===== config.mk =====
export PLATFORM = sky130hd
export DESIGN_NAME = analogizer_top
export DESIGN_NICKNAME = d
export VERILOG_FILES = /design/src/hdl/analogizer_pkg.sv /design/src/hdl/analogizer_top.sv /design/src/hdl/cart_video_driver.sv /design/src/hdl/ypbpr_converter.sv /design/src/hdl/sync_blank_path.sv /design/src/hdl/analogizer_settings.sv
export SDC_FILE = /design/constraint.sdc
export NUM_CORES = 1
export LEC_CHECK = 0
export BUFFER_PORTS_ARGS = -buffer_cell sky130_fd_sc_hd__buf_2
export CORE_MARGIN = 2
export CORE_UTILIZATION = 62
export DETAILED_ROUTE_END_ITERATION = 10
export MAX_ROUTING_LAYER = met4
export PLACE_DENSITY = 0.95
export SYNTH_ARGS = -nofsm -noshare
export SYNTH_HDL_FRONTEND = slang
export SYNTH_SLANG_ARGS = --single-unit

===== constraint.sdc =====
create_clock -name i_clk -period 8.9 [get_ports i_clk]
set_input_delay 2.67 -clock i_clk [delete_from_list [all_inputs] [get_ports i_clk]]
set_output_delay 2.67 -clock i_clk [all_outputs]
set_load 0.005 [all_outputs]

===== src/hdl/analogizer_pkg.sv =====
// Shared types for the video front end; colour is 6 bits per channel and the weights are Q6
package analogizer_pkg;

	// Video type field of the settings word
	typedef enum logic [3:0] {
		MODE_RGBS  = 4'd0,  // Csync on the Hsync pin
		MODE_RGSB  = 4'd1,  // Csync on the DAC sync pin
		MODE_YPBPR = 4'd2   // Converter output, sync on green
	} video_mode_e;         // Unlisted codes give black with plain Hsync

	// Settings word as written over the bridge, MSB first
	typedef struct packed {
		logic       osd;             // OSD active
		logic       blank_screen;    // Handheld screen blanking
		logic [3:0] video_type;      // Raw code, see video_mode_e
		logic [3:0] cont_assignment; // Controller to player map
		logic       ena;             // Adapter enable flag, reported only
		logic [4:0] cont_type;       // Controller type
	} settings_t;

	// One pixel, RGB or Pr/Y/Pb
	typedef struct packed {
		logic [5:0] c0; // R or Pr
		logic [5:0] c1; // G or Y
		logic [5:0] c2; // B or Pb
	} pix_t;

	// Pixel plus its timing
	typedef struct packed {
		pix_t pix;
		logic csync;
		logic hsync;
		logic vsync;
		logic blank_n;
	} vid_beat_t;

	typedef struct packed {
		logic [7:0] bank3;
		logic [7:0] bank2;
		logic [7:0] bank1;
	} cart_banks_t;

	// Same 24 pins seen as video signals
	typedef struct packed {
		logic [5:0] red;       // bank3[7:2]
		logic       hsync_pin; // bank3[1]
		logic       vsync_pin; // bank3[0] DAC sync
		logic       blue0;     // bank2[7]
		logic       blank_n;   // bank2[6]
		logic [5:0] green;     // bank2[5:0]
		logic [1:0] rsvd;      // bank1[7:6] tied low
		logic       pix_clk;   // bank1[5]
		logic [4:0] blue_hi;   // bank1[4:0] blue 5..1
	} cart_fields_t;

	typedef union packed {
		cart_banks_t  banks;
		cart_fields_t fields;
	} cart_word_u;

	localparam logic [7:0] SETTINGS_ADDR_DEFAULT = 8'hF7; // Top address byte

	// Converter weights with 6 fractional bits
	localparam int WEIGHT_FRAC = 6;
	localparam int Y_WR  = 19;
	localparam int Y_WG  = 37;
	localparam int Y_WB  = 8;
	localparam int PB_WR = -11;
	localparam int PB_WG = -21;
	localparam int PB_WB = 32;
	localparam int PR_WR = 32;
	localparam int PR_WG = -27;
	localparam int PR_WB = -5;
	localparam int CHROMA_MID   = 32; // Zero chroma level
	localparam int CONV_LATENCY = 3;  // Converter register stages

endpackage

===== src/hdl/analogizer_top.sv =====
// Single clock; pins lag the video inputs by CONV_LATENCY+1 clocks and only the top 6 colour bits are used
`timescale 1ns/1ps

module analogizer_top #(
	parameter logic [7:0] SETTINGS_ADDR = analogizer_pkg::SETTINGS_ADDR_DEFAULT
) (
	input  logic                      i_clk,
	input  logic                      i_rst,
	input  logic                      i_ena,
	// Video in
	input  logic [7:0]                i_r,
	input  logic [7:0]                i_g,
	input  logic [7:0]                i_b,
	input  logic                      i_hsync,
	input  logic                      i_vsync,
	input  logic                      i_csync,
	input  logic                      i_blank_n,
	input  logic                      i_ce_pix,
	// Bridge
	input  logic [31:0]               i_bridge_addr,
	input  logic                      i_bridge_rd,
	input  logic                      i_bridge_wr,
	input  logic [31:0]               i_bridge_wr_data,
	output logic [31:0]               o_bridge_rd_data,
	// Settings
	output analogizer_pkg::settings_t o_settings,
	output logic [2:0]                o_sc_fx,
	// Cartridge port
	output logic [7:0]                o_cart_bank1,
	output logic [7:0]                o_cart_bank2,
	output logic [7:0]                o_cart_bank3,
	output logic                      o_cart_bank1_dir,
	output logic                      o_cart_bank2_dir,
	output logic                      o_cart_bank3_dir
);
	import analogizer_pkg::*;

	settings_t settings;   // Decoded word
	logic      enabled;    // Registered i_ena
	vid_beat_t in_beat;
	vid_beat_t rgb_beat;   // Blanked RGB, delayed
	vid_beat_t ypbpr_beat; // Converted

	// 8 to 6 bit colour
	assign in_beat.pix.c0  = i_r[7:2];
	assign in_beat.pix.c1  = i_g[7:2];
	assign in_beat.pix.c2  = i_b[7:2];
	assign in_beat.csync   = i_csync;
	assign in_beat.hsync   = i_hsync;
	assign in_beat.vsync   = i_vsync;
	assign in_beat.blank_n = i_blank_n;

	assign o_settings = settings;

	analogizer_settings #(
		.SETTINGS_ADDR(SETTINGS_ADDR)
	) u_settings (
		.i_clk            (i_clk),
		.i_rst            (i_rst),
		.i_ena            (i_ena),
		.i_bridge_addr    (i_bridge_addr),
		.i_bridge_rd      (i_bridge_rd),
		.i_bridge_wr      (i_bridge_wr),
		.i_bridge_wr_data (i_bridge_wr_data),
		.o_bridge_rd_data (o_bridge_rd_data),
		.o_settings       (settings),
		.o_sc_fx          (o_sc_fx),
		.o_enabled        (enabled)
	);

	sync_blank_path #(
		.DEPTH(CONV_LATENCY) // Match the converter
	) u_sync_blank (
		.i_clk  (i_clk),
		.i_rst  (i_rst),
		.i_beat (in_beat),
		.o_beat (rgb_beat)
	);

	ypbpr_converter u_ypbpr (
		.i_clk  (i_clk),
		.i_rst  (i_rst),
		.i_beat (in_beat),
		.o_beat (ypbpr_beat)
	);

	cart_video_driver u_cart (
		.i_clk            (i_clk),
		.i_rst            (i_rst),
		.i_enabled        (enabled),
		.i_mode           (video_mode_e'(settings.video_type)),
		.i_rgb_beat       (rgb_beat),
		.i_ypbpr_beat     (ypbpr_beat),
		.i_ce_pix         (i_ce_pix),
		.o_cart_bank1     (o_cart_bank1),
		.o_cart_bank2     (o_cart_bank2),
		.o_cart_bank3     (o_cart_bank3),
		.o_cart_bank1_dir (o_cart_bank1_dir),
		.o_cart_bank2_dir (o_cart_bank2_dir),
		.o_cart_bank3_dir (o_cart_bank3_dir)
	);

endmodule


===== src/hdl/cart_video_driver.sv =====
// Both beats must arrive aligned; pins are registered and read 0 with direction 0 when parked
`timescale 1ns/1ps

module cart_video_driver (
	input  logic                        i_clk,
	input  logic                        i_rst,
	input  logic                        i_enabled,
	input  analogizer_pkg::video_mode_e i_mode,
	input  analogizer_pkg::vid_beat_t   i_rgb_beat,
	input  analogizer_pkg::vid_beat_t   i_ypbpr_beat,
	input  logic                        i_ce_pix,
	output logic [7:0]                  o_cart_bank1,
	output logic [7:0]                  o_cart_bank2,
	output logic [7:0]                  o_cart_bank3,
	output logic                        o_cart_bank1_dir,
	output logic                        o_cart_bank2_dir,
	output logic                        o_cart_bank3_dir
);
	import analogizer_pkg::*;

	pix_t       sel_pix;
	logic       sel_hs;      // To Hsync pin
	logic       sel_vs;      // To DAC sync pin
	logic       sel_blank_n;
	logic       pclk_tgl;    // Flips once per pixel
	logic [1:0] pclk_dly;    // With the toggle, 3 stages like the converter
	cart_word_u word_d;
	cart_word_u word_q;
	logic       dir_q;

	// Mode select
	always_comb begin
		case (i_mode)
			MODE_RGBS: begin
				sel_pix     = i_rgb_beat.pix;
				sel_hs      = i_rgb_beat.csync;
				sel_vs      = 1'b1;
				sel_blank_n = i_rgb_beat.blank_n;
			end
			MODE_RGSB: begin
				sel_pix     = i_rgb_beat.pix;
				sel_hs      = 1'b1;
				sel_vs      = i_rgb_beat.csync; // SOG switch on
				sel_blank_n = i_rgb_beat.blank_n;
			end
			MODE_YPBPR: begin
				sel_pix     = i_ypbpr_beat.pix;
				sel_hs      = 1'b1;
				sel_vs      = i_ypbpr_beat.csync;
				sel_blank_n = 1'b1; // DAC must not blank the sync level
			end
			default: begin
				sel_pix     = '0;  // Black
				sel_hs      = i_rgb_beat.hsync;
				sel_vs      = 1'b1;
				sel_blank_n = i_rgb_beat.blank_n;
			end
		endcase
	end

	// Pack by pin function
	always_comb begin
		word_d.fields.red       = sel_pix.c0;
		word_d.fields.hsync_pin = sel_hs;
		word_d.fields.vsync_pin = sel_vs;
		word_d.fields.blue0     = sel_pix.c2[0];
		word_d.fields.blank_n   = sel_blank_n;
		word_d.fields.green     = sel_pix.c1;
		word_d.fields.rsvd      = 2'b00;
		word_d.fields.pix_clk   = pclk_dly[1];
		word_d.fields.blue_hi   = sel_pix.c2[5:1];
	end

	// Pixel clock for the cartridge
	always_ff @(posedge i_clk) begin
		if (i_rst) begin
			pclk_tgl <= 1'b0;
			pclk_dly <= '0;
		end else begin
			pclk_tgl <= pclk_tgl ^ i_ce_pix;
			pclk_dly <= {pclk_dly[0], pclk_tgl};
		end
	end

	// Output register and parking
	always_ff @(posedge i_clk) begin
		if (i_rst) begin
			word_q <= '0;
			dir_q  <= 1'b0; // Pins as inputs
		end else begin
			word_q <= i_enabled ? word_d : '0;
			dir_q  <= i_enabled;
		end
	end

	assign o_cart_bank3     = word_q.banks.bank3;
	assign o_cart_bank2     = word_q.banks.bank2;
	assign o_cart_bank1     = word_q.banks.bank1;
	assign o_cart_bank3_dir = dir_q;
	assign o_cart_bank2_dir = dir_q;
	assign o_cart_bank1_dir = dir_q;

endmodule


===== src/hdl/ypbpr_converter.sv =====
// Fixed 3-clock latency and one pixel per clock; input colour is unsigned 6 bit
`timescale 1ns/1ps

module ypbpr_converter (
	input  logic                      i_clk,
	input  logic                      i_rst,
	input  analogizer_pkg::vid_beat_t i_beat,
	output analogizer_pkg::vid_beat_t o_beat
);
	import analogizer_pkg::*;

	pix_t              src;       // Blanked input colour
	logic signed [13:0] y_p  [3]; // Stage 1 products R, G, B
	logic signed [13:0] pb_p [3];
	logic signed [13:0] pr_p [3];
	logic signed [9:0]  y_s;      // Stage 2 scaled sums
	logic signed [9:0]  pb_s;
	logic signed [9:0]  pr_s;
	pix_t              out_pix;   // Stage 3 clamped
	logic [3:0]        ctl [3];   // {csync, hsync, vsync, blank_n} per stage

	// Unsigned channel times signed weight
	function automatic logic signed [13:0] wmul(input logic [5:0] c, input int w);
		wmul = 14'(int'({1'b0, c}) * w);
	endfunction

	// Sum of three products, scaled back to integer
	function automatic logic signed [9:0] wsum(input logic signed [13:0] a,
		input logic signed [13:0] b, input logic signed [13:0] c);
		logic signed [15:0] s;
		s    = 16'(a) + 16'(b) + 16'(c);
		wsum = 10'(s >>> WEIGHT_FRAC); // Floor
	endfunction

	function automatic logic [5:0] clamp6(input logic signed [9:0] v);
		if (v < 0) begin
			clamp6 = 6'd0;
		end else if (v > 10'sd63) begin
			clamp6 = 6'd63;
		end else begin
			clamp6 = v[5:0];
		end
	endfunction

	// Blanked pixels go in as black
	assign src = i_beat.blank_n ? i_beat.pix : '0;

	always_ff @(posedge i_clk) begin
		// Stage 1
		y_p[0]  <= wmul(src.c0, Y_WR);
		y_p[1]  <= wmul(src.c1, Y_WG);
		y_p[2]  <= wmul(src.c2, Y_WB);
		pb_p[0] <= wmul(src.c0, PB_WR);
		pb_p[1] <= wmul(src.c1, PB_WG);
		pb_p[2] <= wmul(src.c2, PB_WB);
		pr_p[0] <= wmul(src.c0, PR_WR);
		pr_p[1] <= wmul(src.c1, PR_WG);
		pr_p[2] <= wmul(src.c2, PR_WB);
		// Stage 2, chroma lifted to mid scale
		y_s  <= wsum(y_p[0], y_p[1], y_p[2]);
		pb_s <= wsum(pb_p[0], pb_p[1], pb_p[2]) + 10'(CHROMA_MID);
		pr_s <= wsum(pr_p[0], pr_p[1], pr_p[2]) + 10'(CHROMA_MID);
		// Stage 3
		out_pix.c0 <= clamp6(pr_s);
		out_pix.c1 <= clamp6(y_s);
		out_pix.c2 <= clamp6(pb_s);
	end

	// Timing rides alongside the maths
	always_ff @(posedge i_clk) begin
		if (i_rst) begin
			for (int i = 0; i < 3; i++) begin
				ctl[i] <= '0;
			end
		end else begin
			ctl[0] <= {i_beat.csync, i_beat.hsync, i_beat.vsync, i_beat.blank_n};
			ctl[1] <= ctl[0];
			ctl[2] <= ctl[1];
		end
	end

	assign o_beat.pix     = out_pix;
	assign o_beat.csync   = ctl[2][3];
	assign o_beat.hsync   = ctl[2][2];
	assign o_beat.vsync   = ctl[2][1];
	assign o_beat.blank_n = ctl[2][0];

endmodule


===== src/hdl/sync_blank_path.sv =====
// DEPTH must be at least 1 and equal the converter latency so that both paths line up
`timescale 1ns/1ps

module sync_blank_path #(
	parameter int DEPTH = 3
) (
	input  logic                      i_clk,
	input  logic                      i_rst,
	input  analogizer_pkg::vid_beat_t i_beat,
	output analogizer_pkg::vid_beat_t o_beat
);
	import analogizer_pkg::*;

	vid_beat_t blanked;       // Input with colour cleared in blanking
	vid_beat_t pipe [DEPTH];  // Delay chain

	// Some cores leave colour on the bus during blanking
	always_comb begin
		blanked = i_beat;
		if (!i_beat.blank_n) begin
			blanked.pix = '0;
		end
	end

	always_ff @(posedge i_clk) begin
		if (i_rst) begin
			for (int i = 0; i < DEPTH; i++) begin
				pipe[i] <= '0; // Syncs low until real video arrives
			end
		end else begin
			pipe[0] <= blanked;
			for (int i = 1; i < DEPTH; i++) begin
				pipe[i] <= pipe[i-1];
			end
		end
	end

	assign o_beat = pipe[DEPTH-1]; // DEPTH clocks behind i_beat

endmodule


===== src/hdl/analogizer_settings.sv =====
// Bridge writes land only at {SETTINGS_ADDR, 24'h0}; read data is valid the cycle after i_bridge_rd
`timescale 1ns/1ps

module analogizer_settings #(
	parameter logic [7:0] SETTINGS_ADDR = analogizer_pkg::SETTINGS_ADDR_DEFAULT
) (
	input  logic                      i_clk,
	input  logic                      i_rst,
	input  logic                      i_ena,
	input  logic [31:0]               i_bridge_addr,
	input  logic                      i_bridge_rd,
	input  logic                      i_bridge_wr,
	input  logic [31:0]               i_bridge_wr_data,
	output logic [31:0]               o_bridge_rd_data,
	output analogizer_pkg::settings_t o_settings,
	output logic [2:0]                o_sc_fx,
	output logic                      o_enabled
);
	import analogizer_pkg::*;

	settings_t settings_q; // Stored word
	settings_t wr_word;    // Word carried by the current write
	logic      addr_hit;

	// Only the top byte selects, the rest must be zero
	assign addr_hit = (i_bridge_addr == {SETTINGS_ADDR, 24'h0});

	// High byte from 31:24, low byte from 23:16
	assign wr_word = settings_t'(i_bridge_wr_data[31:16]);

	always_ff @(posedge i_clk) begin
		if (i_rst) begin
			settings_q <= '0; // Mode 0 is RGBS
			o_sc_fx    <= '0;
		end else if (i_bridge_wr && addr_hit) begin
			settings_q <= wr_word;
			// Scanline codes start at video type 5
			if (wr_word.video_type >= 4'd5) begin
				o_sc_fx <= 3'(wr_word.video_type - 4'd5);
			end // Lower codes keep the last effect
		end
	end

	// Read-back in the write byte lanes
	always_ff @(posedge i_clk) begin
		if (i_rst) begin
			o_bridge_rd_data <= '0;
		end else if (i_bridge_rd) begin
			if (addr_hit) begin
				o_bridge_rd_data <= {settings_q, 16'h0000};
			end else begin
				o_bridge_rd_data <= '0; // Foreign address
			end
		end
	end

	// Enable seen one clock late
	always_ff @(posedge i_clk) begin
		if (i_rst) begin
			o_enabled <= 1'b0;
		end else begin
			o_enabled <= i_ena;
		end
	end

	assign o_settings = settings_q; // Valid the cycle after the write

endmodule


==> impl_results.md, run 1 <==
- 1st-iter DRT viols: 524
- Initial antenna violation count: 6
- Type of the most critical hold path: flip-flop to flip-flop
- Synth Instances: 1135
- CTS tree: built
- Final #Nets: 1587
- Global route hottest layer: met2
- Die Area: 0.0199 mm^2
- Setup Buffers After CTS: 0
- Met1 GRT Util: 31.0%
- Inserted Clock Buffers: 24
- Max Buffers Root-to-Sink: 3
- Cell variety after synth: 56
- Met3 Use GR: 5.71%
- P per Cell Area: 274 mW/mm^2
- FFs w/ async S/R, synth: 0%
- RSZ-0062 raised after global routing: false
- Total global routing overflow: 0
- Startpoint class of the critical path: input port
- # clock sinks: 244
- Peak VDD IR: 0.179 mV
- GP Congestion: 0.906
- DR WL/cell: 18.7 um
- DP HPWL: 20000 um
- Yosys reg bits: 244
- Crit end category: flip-flop
- Post-synth top area share: 41.9%
- Total negative slack: 0 ns
- Worst-path clk slew: 0.07 ns
- Crit path kind: input port to flip-flop
- Final Setup Violations: 0
- Post-route ant nets: 0
- Slew margin rel.: 17.1%
- Layout area overhead: 14.4%
- Max_cap viols: 0
- Min Hold Slack: 0.419 ns
- Htree depth: 1
- Total track usage: 29.7%
- Hold_buf cts: 0
- Clk root buf: clkbuf_16
- Worst-path maximum fanout: 20
- Most used DFF post-synth: dfxtp_1
- EDFF count, synth: 0
- Most common cell after layout, fill and taps aside: dfxtp_1
- Most frequent cells in the layout: dfxtp_1, ha_1, buf_2
- Final hold viol count: 0
- Vias: 8529
- Starting Density: 62.7%
- P_leak: 0.00658 uW
- Mapped Area: 0.0117 mm^2
- Post-Route WL: 28500 um
- Worst-margin pin slew: 1.24 ns
- Worst EP required: 9.30 ns
- Status: completed
- PortBufs: 134
- Clock latency on the worst-skew pair: 0.52 ns
- Period minus WS final: 6.29 ns
- Final Cycle Share: 70.7%
- DRT Pass-1 Iters: 5
- Yosys warning count: 0
- Grt met2 use: 51.7%
- Post-layout util: 71.7%
- Chip width: 141 um
- Worst Skew: 0.00642 ns
- First-pass GRT wire length: 44800 um
- CORE AREA: 0.0186 mm^2
- Max Clock Freq: 159 MHz
- Cell taking the most area after synthesis: dfxtp_1
- Largest net degree at the start of global routing: 70
- Synth area leaders: dfxtp_1, ha_1, fa_1
- Cts repair resizes: 0
- Avg Inst Size Synth: 10.3 um^2
- Fin. max-slew vios: 0
- Ratio of cells with drive above 1 in the final layout: 15.3%
- Vias in the first global route: 8906
- # rows: 50
- Die span in y: 141 um
- Via density: 5.60
- # DRC: 0
- Boundary pin count: 176
- CP arrival: 6.69 ns
- Register area share after synthesis: 41.9%
==> cell type report <==
| cell class | instances | area (um^2) |
|---|---|---|
| Clock buffer | 31 | 677 |
| Multi-Input combinational cell | 753 | 6180 |
| Fill cell | 1120 | 5250 |
| Inverter | 107 | 402 |
| Antenna cell | 5 | 12.5 |
| Sequential cell | 244 | 4880 |
| Tap cell | 234 | 293 |
| Timing Repair Buffer | 138 | 701 |
| Clock inverter | 11 | 175 |
==> flip-flops by register name, indices dropped and copies added (netlist names), 7 cells and up <==
name / cells
u_settings.o_bridge_rd_data: 16
u_settings.o_settings: 16
u_cart.word_q: 22
u_sync_blank.pipe: 55
u_ypbpr.ctl: 8
u_ypbpr.y_s: 7
u_ypbpr.o_beat: 18
u_ypbpr.pb_p: 23
u_ypbpr.pb_s: 10
u_ypbpr.pr_s: 10
u_ypbpr.pr_p: 22
u_ypbpr.y_p: 29
==> where the power goes <==
part / switching, uW / internal, uW
Combinational: 674 / 505
Clock: 429 / 654
Sequential: 92.5 / 1290
Total: 1200 / 2450
==> worst paths after layout <==
| kind | startpoint | to | slack [ns] | cells past startpoint |
|---|---|---|---|---|
| worst max-delay path | i_blank_n | u_ypbpr.pb_p[0][27] | 2.61 | 18 |
| worst min-delay path | u_ypbpr.y_s[0] | u_ypbpr.o_beat[10] | 0.42 | 1 |
| worst max register to register | u_ypbpr.y_p[0][27] | u_ypbpr.pb_s[9] | 5.54 | 13 |
| worst min register to register | u_ypbpr.y_s[0] | u_ypbpr.o_beat[10] | 0.42 | 1 |
==> layer usage <==
metal  share of wire, %  wire length, um
met5                  0                0
met4                6.1             1750
met3                6.4             1810
met2                 51            14400
met1                 37            10500
==> cell usage after synthesis (14+ instances only) <==
cell	instances
ha_1	180
nand3_1	18
nand2b_1	20
fa_1	41
nor2b_1	52
inv_1	106
xor2_1	15
o21bai_1	14
a22oi_1	19
clkbuf_1	23
nor2_1	80
xnor2_1	38
a21oi_1	76
nand2_1	65
dfxtp_1	244
buf_4	20
and2_1	27
==> critical path: stages <==
cell      delay (ns)
buf_2           0.34
nand2_1         0.19
ha_1            0.34
inv_1           0.08
ha_1            0.28
inv_1           0.05
fa_1            0.54
inv_1           0.05
fa_1            0.51
fa_1            0.47
a21o_1          0.20
a21oi_1         0.25
o21bai_1        0.11
a21oi_1         0.23
nor2b_1         0.07
nor2_1          0.09
o21bai_1        0.08
xnor2_1         0.13
==> stage by stage <==
step           setup slack (ns)  std cells  total power (uW)  cell area (um^2)
2_1_floorplan              2.31       1152              2230             11700
3_3_place_gp               2.29       1476              2410             12500
3_5_place_dp               2.11       1476              2510             12500
4_1_cts                    2.63       1518              3630             13300
5_1_grt                    2.37       1523              3850             13300
6_report                   2.61       1523              3650             13300
==> kinds of logic after synthesis <==
group / Yosys count / share of synthesized area [%]
simple gates: 297 / 13.0
buf+inv: 155 / 5.66
xor+xnor: 53 / 3.98
compound gates: 162 / 8.90
other cells: 1 / 0.0322
fa+ha+maj: 221 / 26.4
flops: 244 / 41.9
mux: 2 / 0.172
No activity file was read; power rests on OpenSTA's default activity.
==> inputs of run 2 (changes only) <==
CORE_UTILIZATION = 57   (was 62)
PLACE_DENSITY = 0.9   (was 0.95)
clock period = 6.3 ns   (was 8.9 ns; I/O delays follow)
==> run 2 against run 1 <==
Against the previous run:
- design area is 0.47% lower
- first-iteration DRC count is 40% lower
- flip-flop and latch count unchanged
- highest routed layer unchanged
==> impl_results.md, run 2 (same netlist as run 1, synthesis figures left out) <==
- # clock sinks: 244
- Min Hold Slack: 0.412 ns
- Boundary pin count: 176
- RSZ-0062 raised after global routing: false
- P per Cell Area: 371 mW/mm^2
- Ratio of cells with drive above 1 in the final layout: 15.5%
- Die span in y: 147 um
- Post-route ant nets: 0
- Most common cell after layout, fill and taps aside: dfxtp_1
- Worst-path maximum fanout: 7
- CORE AREA: 0.0202 mm^2
- Status: completed
- Register share of total power: 39.6%
- GP Congestion: 0.861
- Final Cycle Share: 85.0%
- Largest net degree at the start of global routing: 70
- Die Area: 0.0216 mm^2
- Largest Register: u_sync_blank.pipe
- Worst-path clk slew: 0.07 ns
- Setup Buffers After CTS: 0
- RR Startpoint: u_ypbpr.y_p[0][27]
- PortBufs: 134
- Internal power: 3280 uW
- DRT Pass-1 Iters: 5
- Post-Route WL: 26000 um
- Hold wc startpoint: u_ypbpr.y_s[4]
- Htree depth: 1
- Cts repair resizes: 0
- Inserted Clock Buffers: 23
- Final Setup Violations: 0
- Max_cap viols: 0
- Fin. max-slew vios: 0
- Starting Density: 57.8%
- Worst EP required: 6.70 ns
- Top Registers: u_sync_blank.pipe: 55 flops, u_ypbpr.y_p: 29 flops, u_ypbpr.pb_p: 23 flops
- Clock Power Share: 27.2%
- Max Buffers Root-to-Sink: 3
- Worst Skew: 0.0201 ns
- Crit path kind: input port to flip-flop
- First-pass GRT wire length: 41300 um
- Chip width: 147 um
- Most frequent cells in the layout: dfxtp_1, ha_1, buf_2
- R2r setup slk: 2.95 ns
- Vias in the first global route: 8406
- Crit end category: flip-flop
- CTS tree: built
- Hold Path Cell Cnt: 1
- Total negative slack: 0 ns
- Hold_buf cts: 0
- # DRC: 0
- Logic pwr share: 33.2%
- Total track usage: 24.7%
- Max reg flops: 55
- Total global routing overflow: 0
- Via density: 5.31
- Switching share of power: 33.3%
- Vias: 8268
- Clk root buf: clkbuf_16
- Layout area overhead: 13.8%
- 1st-iter DRT viols: 315
- CP arrival: 5.76 ns
- Clock latency on the worst-skew pair: 0.53 ns
- Slew margin rel.: 19.4%
- DR WL/cell: 16.7 um
- Max Clock Freq: 187 MHz
- Type of the most critical hold path: flip-flop to flip-flop
- Hold Crit Endpoint: u_ypbpr.o_beat[14]
- Final #Nets: 1588
- Psw: 1640 uW
- Final hold viol count: 0
- Critical R2R Capture: u_ypbpr.pb_s[9]
- Worst Reg-to-Reg Cells: 13
- Startpoint class of the critical path: input port
- Peak VDD IR: 0.320 mV
- Period minus WS final: 5.35 ns
- # rows: 52
- P_leak: 0.00653 uW
- Worst-margin pin slew: 1.21 ns
- Initial antenna violation count: 2
- DP HPWL: 18800 um
## run 2: changes by cell type in the layout (fill, tap and decap cells not counted)
cell        change
clkinvlp_4      +2
clkinv_8        -1
buf_4           +2
inv_16          +1
clkinv_2        +5
diode_2         -4
clkbuf_16       -1
clkbuf_8        -3
bufinv_16       -3
## run 2: critical path: stages
cell      delay [ns]
buf_2           0.17
and2_1          0.22
ha_1            0.32
inv_1           0.07
ha_1            0.28
inv_1           0.05
fa_1            0.54
inv_1           0.05
fa_1            0.51
fa_1            0.48
a21o_1          0.20
a21oi_1         0.26
o21bai_1        0.10
a21oi_1         0.24
nor2b_1         0.07
nor2_1          0.09
o21bai_1        0.08
xnor2_1         0.14
## run 2: worst max-delay path by stage
stage               cells past startpoint                   to  slack (ns)      start
floorplan                              19  u_ypbpr.pb_p[0][27]        0.49  i_blank_n
global placement                       18  u_ypbpr.pb_p[0][27]        0.58  i_blank_n
detailed placement                     18  u_ypbpr.pb_p[0][27]        0.40  i_blank_n
CTS                                    18  u_ypbpr.pb_p[0][27]        0.94  i_blank_n
global route                           18  u_ypbpr.pb_p[0][27]        0.66  i_blank_n
finish                                 18  u_ypbpr.pb_p[0][27]        0.95  i_blank_n
## run 2: per-stage QoR
step           util, %  std cells  worst slack, ns  instance area, um^2  total power [uW]
6_report          65.8       1557            0.945                13300              4920
5_1_grt           65.8       1556            0.664                13300              5220
4_1_cts           65.8       1556            0.942                13300              4920
3_5_place_dp      62.1       1514            0.403                12500              3520
3_3_place_gp      62.1       1514            0.584                12500              3410
2_1_floorplan        -       1152            0.488                11700              3160
## run 2: cell type report
| type | instances | area (um^2) |
|---|---|---|
| fill | 1405 | 6910 |
| multi-input combinational | 753 | 6180 |
| sequential | 244 | 4880 |
| timing repair buffer | 140 | 716 |
| clock buffer | 27 | 611 |
| inverter | 107 | 402 |
| tap | 270 | 338 |
| clock inverter | 15 | 129 |
| antenna | 1 | 2.50 |
## run 2: per-layer routing
| metal | global-route usage (%) | wire length, um | vias up |
|---|---|---|---|
| met5 | - | 0 | - |
| met4 | 9.95 | 1160 | 0 |
| met3 | 4.88 | 1770 | 98 |
| met2 | 44.3 | 13300 | 327 |
| met1 | 26.9 | 9820 | 3857 |
| li1 | - | - | 3986 |
## run 2: power by group through the flow
stage | Sequential [uW] | Clock (uW) | Combinational, uW
after global placement | 1970 | 0 | 1440
after CTS | 1950 | 1350 | 1620
after detailed placement | 1970 | 0 | 1540
final | 1950 | 1340 | 1630
after floorplan | 1930 | 0 | 1230
after global routing | 1970 | 1420 | 1830
